**src/stq_params.svh**
```systemverilog
`ifndef STQ_PARAMS_SVH
`define STQ_PARAMS_SVH

// Queue geometry
`define STQ_DEPTH      16
`define STQ_IDX_W      4

// Address and data widths
`define STQ_ADDR_W     16
`define STQ_DATA_W     32
`define STQ_BYTES      4   // Lanes per data word

// Load-check ports searched each cycle
`define STQ_CHK_PORTS  2

`endif

```
**src/stq_pkg.sv**
```systemverilog
`include "stq_params.svh"

package stq_pkg;

  typedef logic [`STQ_IDX_W-1:0]  stq_idx_t;
  typedef logic [`STQ_ADDR_W-1:0] stq_addr_t;
  typedef logic [`STQ_DATA_W-1:0] stq_word_t;   // Lane aligned
  typedef logic [`STQ_BYTES-1:0]  stq_mask_t;

  typedef enum logic [1:0] {
    sz_byte = 2'd0,
    sz_half = 2'd1,
    sz_word = 2'd2
  } stq_size_e;

  // Accesses are naturally aligned, so a half never straddles lanes 1 and 2
  function automatic stq_mask_t stq_byte_mask(stq_size_e size, logic [1:0] low);
    case (size)
      sz_byte: return stq_mask_t'(1) << low;
      sz_half: return low[1] ? (stq_mask_t'(3) << 2) : stq_mask_t'(3);
      default: return '1;
    endcase
  endfunction

endpackage

```
**src/stq_fwd_if.sv**
```systemverilog
`timescale 1ns/1ps
`include "stq_params.svh"

interface stq_fwd_if;
  stq_pkg::stq_idx_t  hit_idx;     // Youngest overlapping entry
  logic               overlap;
  logic               covered;     // Entry bytes contain the load bytes
  logic               has_data;
  stq_pkg::stq_mask_t load_mask;

  modport array (
    output hit_idx, overlap, covered, has_data, load_mask
  );

  modport fwd (
    input hit_idx, overlap, covered, has_data, load_mask
  );
endinterface

```
**src/stq_drain_if.sv**
```systemverilog
`timescale 1ns/1ps
`include "stq_params.svh"

interface stq_drain_if;
  stq_pkg::stq_idx_t  head_idx;
  logic               head_ready;  // Valid, committed, data present
  stq_pkg::stq_addr_t head_addr;
  stq_pkg::stq_mask_t head_mask;
  logic               pop;

  modport array (
    output head_idx, head_ready, head_addr, head_mask,
    input  pop
  );

  modport drain (
    input  head_idx, head_ready, head_addr, head_mask,
    output pop
  );
endinterface

```
**src/stq_entry_array.sv**
```systemverilog
`timescale 1ns/1ps
`include "stq_params.svh"

module stq_entry_array (
  input  logic                      clk,
  input  logic                      rst_n,
  input  logic                      alloc_en,
  input  stq_pkg::stq_addr_t        alloc_addr,
  input  stq_pkg::stq_size_e        alloc_size,
  output stq_pkg::stq_idx_t         alloc_idx,
  output logic                      full,
  input  logic                      upd_en,
  input  stq_pkg::stq_idx_t         upd_idx,
  input  logic                      pse_en,
  input  stq_pkg::stq_idx_t         pse_idx,
  input  logic                      excpt,
  input  logic [`STQ_CHK_PORTS-1:0] chk_en,
  input  stq_pkg::stq_addr_t        chk_addr [`STQ_CHK_PORTS],
  input  stq_pkg::stq_size_e        chk_size [`STQ_CHK_PORTS],
  stq_fwd_if.array                  fwd [`STQ_CHK_PORTS],
  stq_drain_if.array                drain
);

  logic [`STQ_DEPTH-1:0] valid;
  logic [`STQ_DEPTH-1:0] committed;
  logic [`STQ_DEPTH-1:0] has_data;
  stq_pkg::stq_addr_t    addr_q [`STQ_DEPTH];
  stq_pkg::stq_mask_t    mask_q [`STQ_DEPTH];
  stq_pkg::stq_idx_t     head;
  stq_pkg::stq_idx_t     tail;
  logic [`STQ_IDX_W:0]   count;
  logic [`STQ_DEPTH-1:0] keep;
  logic [`STQ_DEPTH-1:0] pop_vec;
  logic [`STQ_IDX_W:0]   n_keep;
  logic [`STQ_IDX_W:0]   alloc_inc;
  logic [`STQ_IDX_W:0]   pop_dec;

  assign alloc_idx = tail;
  assign full      = count[`STQ_IDX_W];   // Count tops out at depth
  assign alloc_inc = {{`STQ_IDX_W{1'b0}}, alloc_en};
  assign pop_dec   = {{`STQ_IDX_W{1'b0}}, drain.pop};

  // Entries surviving an exception; passe is in order so these sit right after head
  always_comb begin
    keep = valid & committed;
    if (pse_en)
      keep[pse_idx] = valid[pse_idx];
    n_keep = '0;
    for (int i = 0; i < `STQ_DEPTH; i++)
      n_keep = n_keep + {{`STQ_IDX_W{1'b0}}, keep[i]};
    pop_vec = '0;
    if (drain.pop)
      pop_vec[head] = 1'b1;
  end

  always_ff @(posedge clk) begin
    if (!rst_n) begin
      valid     <= '0;
      committed <= '0;
      has_data  <= '0;
      head      <= '0;
      tail      <= '0;
      count     <= '0;
    end else begin
      if (upd_en)
        has_data[upd_idx] <= 1'b1;
      if (pse_en)
        committed[pse_idx] <= 1'b1;
      if (drain.pop)
        head <= head + 1'b1;
      if (excpt) begin
        valid <= keep & ~pop_vec;
        tail  <= head + n_keep[`STQ_IDX_W-1:0];   // Rewind past the flushed stores
        count <= n_keep - pop_dec;
      end else begin
        if (alloc_en) begin
          valid[tail]     <= 1'b1;
          committed[tail] <= 1'b0;
          has_data[tail]  <= 1'b0;
          tail            <= tail + 1'b1;
        end
        if (drain.pop)
          valid[head] <= 1'b0;
        count <= count + alloc_inc - pop_dec;
      end
    end
  end

  always_ff @(posedge clk) begin
    if (alloc_en) begin
      addr_q[tail] <= alloc_addr;
      mask_q[tail] <= stq_pkg::stq_byte_mask(alloc_size, alloc_addr[1:0]);
    end
  end

  for (genvar p = 0; p < `STQ_CHK_PORTS; p++) begin : g_chk
    stq_pkg::stq_mask_t    ld_mask;
    logic [`STQ_DEPTH-1:0] match;
    stq_pkg::stq_idx_t     sel;
    logic                  found;

    assign ld_mask = stq_pkg::stq_byte_mask(chk_size[p], chk_addr[p][1:0]);

    always_comb begin
      for (int i = 0; i < `STQ_DEPTH; i++)
        match[i] = valid[i] && |(mask_q[i] & ld_mask) &&
                   (addr_q[i][`STQ_ADDR_W-1:2] == chk_addr[p][`STQ_ADDR_W-1:2]);
    end

    // Walk back from the tail, first hit is the youngest store
    always_comb begin
      stq_pkg::stq_idx_t idx;
      found = 1'b0;
      sel   = '0;
      for (int k = 0; k < `STQ_DEPTH; k++) begin
        idx = tail - stq_pkg::stq_idx_t'(k + 1);
        if (!found && match[idx]) begin
          found = 1'b1;
          sel   = idx;
        end
      end
    end

    assign fwd[p].hit_idx   = sel;
    assign fwd[p].overlap   = chk_en[p] && found;
    assign fwd[p].covered   = (mask_q[sel] & ld_mask) == ld_mask;
    assign fwd[p].has_data  = has_data[sel];
    assign fwd[p].load_mask = ld_mask;
  end

  assign drain.head_idx   = head;
  assign drain.head_ready = valid[head] && committed[head] && has_data[head];
  assign drain.head_addr  = addr_q[head];
  assign drain.head_mask  = mask_q[head];

  a_no_alloc_full: assert property (@(posedge clk) disable iff (!rst_n)
    alloc_en |-> !full);
  a_upd_live: assert property (@(posedge clk) disable iff (!rst_n)
    upd_en |-> valid[upd_idx]);
  a_pse_live: assert property (@(posedge clk) disable iff (!rst_n)
    pse_en |-> valid[pse_idx]);

endmodule

```
**src/stq_data_array.sv**
```systemverilog
`timescale 1ns/1ps
`include "stq_params.svh"

module stq_data_array (
  input  logic               clk,
  input  logic               upd_en,
  input  stq_pkg::stq_idx_t  upd_idx,
  input  stq_pkg::stq_word_t upd_data,
  input  stq_pkg::stq_idx_t  rd_idx  [`STQ_CHK_PORTS+1],
  output stq_pkg::stq_word_t rd_data [`STQ_CHK_PORTS+1]
);

  // One word per entry, lanes already aligned to the address
  stq_pkg::stq_word_t mem [`STQ_DEPTH];

  always_ff @(posedge clk) begin
    if (upd_en)
      mem[upd_idx] <= upd_data;
  end

  // Check ports first, drain port last
  for (genvar r = 0; r < `STQ_CHK_PORTS + 1; r++) begin : g_rd
    assign rd_data[r] = mem[rd_idx[r]];
  end

endmodule

```
**src/stq_fwd_stage.sv**
```systemverilog
`timescale 1ns/1ps
`include "stq_params.svh"

module stq_fwd_stage (
  input  logic                      clk,
  input  logic                      rst_n,
  stq_fwd_if.fwd                    fwd [`STQ_CHK_PORTS],
  input  logic [`STQ_CHK_PORTS-1:0] chk_en,
  input  stq_pkg::stq_word_t        entry_data [`STQ_CHK_PORTS],
  output logic [`STQ_CHK_PORTS-1:0] chk_valid,
  output logic [`STQ_CHK_PORTS-1:0] chk_hit,
  output logic [`STQ_CHK_PORTS-1:0] chk_partial,
  output stq_pkg::stq_word_t        chk_data [`STQ_CHK_PORTS]
);

  logic [`STQ_CHK_PORTS-1:0] hit_v;
  logic [`STQ_CHK_PORTS-1:0] partial_v;
  stq_pkg::stq_word_t        data_v [`STQ_CHK_PORTS];

  for (genvar p = 0; p < `STQ_CHK_PORTS; p++) begin : g_port
    stq_pkg::stq_word_t lane_mask;

    for (genvar b = 0; b < `STQ_BYTES; b++) begin : g_lane
      assign lane_mask[8*b +: 8] = {8{fwd[p].load_mask[b]}};
    end

    assign hit_v[p]     = fwd[p].overlap && fwd[p].covered && fwd[p].has_data;
    assign partial_v[p] = fwd[p].overlap && !hit_v[p];   // Short overlap or data still missing
    assign data_v[p]    = hit_v[p] ? (entry_data[p] & lane_mask) : '0;

    a_hit_excl: assert property (@(posedge clk) disable iff (!rst_n)
      (chk_hit[p] || chk_partial[p]) |-> (chk_valid[p] && !(chk_hit[p] && chk_partial[p])));
  end

  always_ff @(posedge clk) begin
    if (!rst_n) begin
      chk_valid   <= '0;
      chk_hit     <= '0;
      chk_partial <= '0;
    end else begin
      chk_valid   <= chk_en;
      chk_hit     <= hit_v;
      chk_partial <= partial_v;
    end
  end

  always_ff @(posedge clk) begin
    for (int p = 0; p < `STQ_CHK_PORTS; p++)
      chk_data[p] <= data_v[p];
  end

endmodule

```
**src/stq_drain.sv**
```systemverilog
`timescale 1ns/1ps
`include "stq_params.svh"

module stq_drain (
  input  logic               clk,
  input  logic               rst_n,
  input  logic               stall,
  stq_drain_if.drain         drain,
  input  stq_pkg::stq_word_t head_data,
  output logic               wb_en,
  output stq_pkg::stq_addr_t wb_addr,
  output stq_pkg::stq_word_t wb_data,
  output stq_pkg::stq_mask_t wb_mask
);

  logic pop;

  assign pop       = drain.head_ready && !stall;   // Stall is the only back-pressure
  assign drain.pop = pop;

  always_ff @(posedge clk) begin
    if (!rst_n)
      wb_en <= 1'b0;
    else
      wb_en <= pop;
  end

  // Capture the head as it leaves the queue
  always_ff @(posedge clk) begin
    if (pop) begin
      wb_addr <= drain.head_addr;
      wb_data <= head_data;
      wb_mask <= drain.head_mask;
    end
  end

  a_stall_hold: assert property (@(posedge clk) disable iff (!rst_n)
    stall |=> !wb_en);

endmodule

```
**src/stq.sv**
```systemverilog
`timescale 1ns/1ps
`include "stq_params.svh"

module stq (
  input  logic                      clk,
  input  logic                      rst_n,
  input  logic                      alloc_en,
  input  stq_pkg::stq_addr_t        alloc_addr,
  input  stq_pkg::stq_size_e        alloc_size,
  output stq_pkg::stq_idx_t         alloc_idx,
  output logic                      full,
  input  logic                      upd_en,
  input  stq_pkg::stq_idx_t         upd_idx,
  input  stq_pkg::stq_word_t        upd_data,
  input  logic                      pse_en,
  input  stq_pkg::stq_idx_t         pse_idx,
  input  logic                      excpt,
  input  logic                      stall,
  input  logic [`STQ_CHK_PORTS-1:0] chk_en,
  input  stq_pkg::stq_addr_t        chk_addr [`STQ_CHK_PORTS],
  input  stq_pkg::stq_size_e        chk_size [`STQ_CHK_PORTS],
  output logic [`STQ_CHK_PORTS-1:0] chk_valid,
  output logic [`STQ_CHK_PORTS-1:0] chk_hit,
  output logic [`STQ_CHK_PORTS-1:0] chk_partial,
  output stq_pkg::stq_word_t        chk_data [`STQ_CHK_PORTS],
  output logic                      wb_en,
  output stq_pkg::stq_addr_t        wb_addr,
  output stq_pkg::stq_word_t        wb_data,
  output stq_pkg::stq_mask_t        wb_mask
);

  stq_pkg::stq_idx_t  rd_idx  [`STQ_CHK_PORTS+1];
  stq_pkg::stq_word_t rd_data [`STQ_CHK_PORTS+1];
  stq_pkg::stq_word_t entry_data [`STQ_CHK_PORTS];

  stq_fwd_if   fwd_if [`STQ_CHK_PORTS] ();
  stq_drain_if drain_if_i ();

  for (genvar p = 0; p < `STQ_CHK_PORTS; p++) begin : g_rd
    assign rd_idx[p]     = fwd_if[p].hit_idx;
    assign entry_data[p] = rd_data[p];
  end
  assign rd_idx[`STQ_CHK_PORTS] = drain_if_i.head_idx;   // Last read port feeds writeback

  stq_entry_array entry_i (
    .clk        (clk),
    .rst_n      (rst_n),
    .alloc_en   (alloc_en),
    .alloc_addr (alloc_addr),
    .alloc_size (alloc_size),
    .alloc_idx  (alloc_idx),
    .full       (full),
    .upd_en     (upd_en),
    .upd_idx    (upd_idx),
    .pse_en     (pse_en),
    .pse_idx    (pse_idx),
    .excpt      (excpt),
    .chk_en     (chk_en),
    .chk_addr   (chk_addr),
    .chk_size   (chk_size),
    .fwd        (fwd_if),
    .drain      (drain_if_i)
  );

  stq_data_array data_i (
    .clk      (clk),
    .upd_en   (upd_en),
    .upd_idx  (upd_idx),
    .upd_data (upd_data),
    .rd_idx   (rd_idx),
    .rd_data  (rd_data)
  );

  stq_fwd_stage fwd_i (
    .clk         (clk),
    .rst_n       (rst_n),
    .fwd         (fwd_if),
    .chk_en      (chk_en),
    .entry_data  (entry_data),
    .chk_valid   (chk_valid),
    .chk_hit     (chk_hit),
    .chk_partial (chk_partial),
    .chk_data    (chk_data)
  );

  stq_drain drain_i (
    .clk       (clk),
    .rst_n     (rst_n),
    .stall     (stall),
    .drain     (drain_if_i),
    .head_data (rd_data[`STQ_CHK_PORTS]),
    .wb_en     (wb_en),
    .wb_addr   (wb_addr),
    .wb_data   (wb_data),
    .wb_mask   (wb_mask)
  );

endmodule

```
**config.mk**
```make
export PLATFORM = sky130hd
export DESIGN_NAME = stq
export DESIGN_NICKNAME = d
export VERILOG_FILES = /design/src/stq_pkg.sv /design/src/stq_fwd_if.sv /design/src/stq_drain_if.sv /design/src/stq_entry_array.sv /design/src/stq_data_array.sv /design/src/stq_fwd_stage.sv /design/src/stq_drain.sv /design/src/stq.sv
export VERILOG_INCLUDE_DIRS = /design/src
export SDC_FILE = /design/constraint.sdc
export NUM_CORES = 2
export LEC_CHECK = 0
export BUFFER_PORTS_ARGS = -buffer_cell sky130_fd_sc_hd__buf_2
export CAP_MARGIN = 20
export CORE_MARGIN = 5
export CORE_UTILIZATION = 42
export DETAILED_ROUTE_END_ITERATION = 8
export GPL_TIMING_DRIVEN = 0
export PLACE_DENSITY_LB_ADDON = 0.2
export RECOVER_POWER = 25
export SLEW_MARGIN = 40
export SYNTH_ARGS = -nofsm -noshare
export SYNTH_HDL_FRONTEND = slang
export SYNTH_SLANG_ARGS = --single-unit
```
**constraint.sdc**
```tcl
create_clock -name clk -period 7.5 [get_ports clk]
set_clock_uncertainty 0.15 [all_clocks]
set_input_delay 1.5 -clock clk [delete_from_list [all_inputs] [get_ports clk]]
set_output_delay 1.5 -clock clk [all_outputs]
set_load 0.01 [all_outputs]
```
==> impl_metrics.py <==
metrics = {
    "layout": {
        "num-fill-cells": 13500,
        "fin_util_pct": 53.0,
        "multi_input_area_um2": 38400,
        "fin_nets": 6602,
        "seqCellArea_um2": 29200,
        "area_growth_pct": 26.0,
        "drive_gt1_share_pct": 30.2,
    },
    "sta": {
        "finalSetupTns_ns": -9.57,
        "grt_setup_unrepaired": "true",
        "slew_headroom_pct": 34.9,
        "fin_crit_ns": 7.83,
        "post-route-period-util_pct": 104,
        "whs_ns": 0.326,
        "slew_violations": 0,
        "clock.fmax_ghz": 0.128,
        "worstMarginPinSlew_ns": 0.967,
        "setup_slack_ns": -0.332,
        "hold_viol": 0,
        "setup_violations": 55,
    },
    "global_route": {
        "grt_pass1_wl_um": 476000,
        "globalRouteOverflowTotal": 0,
        "grt_usage_pct": 41.5,
        "antenna_found_initial": 29,
        "grt_max_degree": 23,
        "grt_pass1_vias": 58800,
    },
    "routing": {
        "drtIter0Drc": 10000,
        "wl_um": 355000,
        "wl_per_cell_um": 41.1,
        "vias_per_cell": 7.28,
        "drc_errors": 0,
        "vias": 62900,
        "ant_nets": 0,
        "drt_pre_antenna_iters": 9,
    },
    "floorplan": {
        "coreArea_um2": 156000,
        "rows": 145,
        "die_w_um": 405,
        "pin_count": 231,
        "start_util_pct": 42.1,
        "dieArea_um2": 164000,
        "die_h_um": 405,
    },
    "synthesis": {
        "netlist.top_cell.by_area": "edfxtp_1",
        "synthArstFlopShare_pct": 0,
        "yosysSeqAreaShare_pct": 44.5,
        "synth_top_area_share_pct": 40.5,
        "synth_cell_types": 104,
        "synthTopCellsByCount": "edfxtp_1 (884), xnor2_1 (444), nand2_1 (370)",
        "synthAdderAreaFrac_pct": 0.976,
        "synth_nets": 5936,
        "netlist_top_cells_area": "edfxtp_1 (40%), mux4_2 (10%), xnor2_1 (5.9%)",
        "synth-simple-area-share_pct": 13.5,
        "synthFlopType": "edfxtp_1",
        "synth_compound_area_share_pct": 14.9,
        "yosysMostFrequentCell": "edfxtp_1",
        "synth_cells": 5789,
        "ys_seq_elements": 1016,
        "synth_top_family_by_area": "multiplexers",
        "synth_xor_area_share_pct": 6.46,
        "synth_edf_count": 884,
        "synthesis.area_um2": 65600,
        "avgSynthCellArea_um2": 11.3,
        "synth_mux_area_share_pct": 16.2,
        "yosysWarnings": 0,
    },
    "power": {
        "power_density_nw_per_um2": 299,
        "vdd_drop_max_v": 0.000417,
        "power.leakage_nw": 27.7,
        "p_total_mw": 24.7,
    },
    "hold_path": {
        "hold_class": "reg -> reg",
    },
    "clocking": {
        "clk_latency_ns": 0.78,
        "cts_made_buffers": 109,
        "cts_root_buf": "clkbuf_16",
        "cts_sinks": 1016,
        "cts.reportedPaths.clkPinSlew_ns": 0.06,
        "cts_tree": "done",
        "htreeDepth": 3,
        "cts_buffer_depth": 3,
        "cts_hold_buf": 0,
    },
    "critical_path": {
        "critPathCaptureType": "flip-flop",
        "arrival_ns": 8.35,
        "start_kind": "primary input",
        "path_class": "in -> reg",
        "crit_fanout": 10,
        "cp.required_ns": 8.02,
    },
    "placement": {
        "hpwl_um": 259000,
        "routabilityCongestion": 1.03,
        "port_buffers": 198,
        "place_ws_ns": -5.17,
    },
    "run_status": {
        "violations": "negative setup slack",
        "outcome": "finished with violations",
    },
    "job": {
        "cap_violations": 0,
    },
}
-- registers in the layout, indices dropped and copies added (netlist names) --
signal and count:
drain_i.wb_en 1, entry_i.mask_q 64, entry_i.drain.head_idx 4, drain_i.wb_addr 16
fwd_i.chk_hit 2, entry_i.count 5, fwd_i.chk_valid 2, fwd_i.chk_data 64
entry_i.has_data 16, fwd_i.chk_partial 2, drain_i.wb_data 32, entry_i.valid 16
entry_i.committed 16, data_i.mem 512, entry_i.alloc_idx 4, entry_i.addr_q 256
drain_i.wb_mask 4
-- through the flow --
stage               instances  area (µm²)
floorplan                5789       65600
global placement         8045       69200
detailed placement       8164       71600
CTS                      8457       79500
global route             8618       82600
finish                   8634       82700
-- routing by layer --
metal / up-vias / share of wire, % / global-route usage [%] / routed length (µm)
li1: 24400 / - / - / -
met4: 10 / 9.2 / 29.7 / 32700
met2: 5754 / 42 / 61.3 / 149000
met3: 1586 / 13 / 11.6 / 47900
met5: - / 0.020 / 0.446 / 71
met1: 31100 / 35 / 52.2 / 125000
-- power by group --
group | internal (mW) | total (mW) | switching (mW) | leakage [nW]
Combinational | 3.90 | 12.3 | 8.44 | 16.7
Clock | 3.42 | 5.95 | 2.53 | 1.90
Sequential | 6.29 | 6.42 | 0.128 | 9.05
-- cell type report --
class                      count  area share (%)
inverter                      64           0.318
clock inverter                68            1.02
timing repair buffer         563            5.69
multi-input combinational   4253            46.5
antenna                       26          0.0787
clock buffer                 138            3.69
sequential                  1016            35.3
tap                         2058            3.11
buffer                       448            4.29
-- worst paths after layout --
path	end	startpoint	depth (start not counted)	slack [ns]
setup / recovery	fwd_i.chk_data[33]	chk_size[2]	28	-0.33
hold / removal	entry_i.committed[8]	entry_i.committed[8]	2	0.33
setup reg to reg	fwd_i.chk_data[33]	entry_i.alloc_idx[0]	35	-0.27
hold reg to reg	entry_i.committed[8]	entry_i.committed[8]	2	0.33
-- kinds of logic (layout without fill, tap and decap cells) --
group           Yosys count  after routing
compound gates         1344           1344
mux                     682            682
flops                  1016           1016
xor+xnor                484            484
buf+inv                 521           1281
simple gates           1698           1699
fa+ha+maj                44             44
other cells               0             26
-- worst max-delay path, cell delays in order --
cell       delay, ns
buf_2           0.16
buf_2           0.20
buf_1           0.30
nor4b_1         0.47
nor4_2          0.14
nor2_1          0.25
nor2b_1         0.12
mux4_2          0.49
a222oi_1        0.46
buf_2           0.30
mux2_2          0.24
nand4_1         0.14
buf_6           0.17
nor4b_4         0.26
buf_4           0.17
a221oi_4        0.04
a221oi_4        0.43
buf_6           0.20
buf_12          0.12
mux2i_1         0.07
o211ai_1        0.27
o2111ai_1       0.15
and3_1          0.19
or4_4           0.57
clkbuf_16       0.22
buf_16          0.17
a2111oi_2       0.28
buf_4           0.20
-- repair_timing --
action / in CTS / in global routing
gates resized for setup: 702 / 421
cloned: 2 / 8
buffers inserted: 92 / 165
pin swaps: 93 / 122
setup endpoints to repair: 70 / 69
-- placed cells by master, fill, tap and decap left out, types with 167 or more instances in the layout --
cell      synthesis  final
nor2_1          327    282
buf_2           104    255
edfxtp_1        884    884
xnor2_1         444    433
nand2_1         370    361
a21oi_1         205    187
o21ai_0         194    173
mux4_2          302    302
and2_1          181    179
a211oi_1        366    349
buf_4            17    287
nand4_1         167    167
mux2i_1         356    353
(Power assumes the default switching activity.)
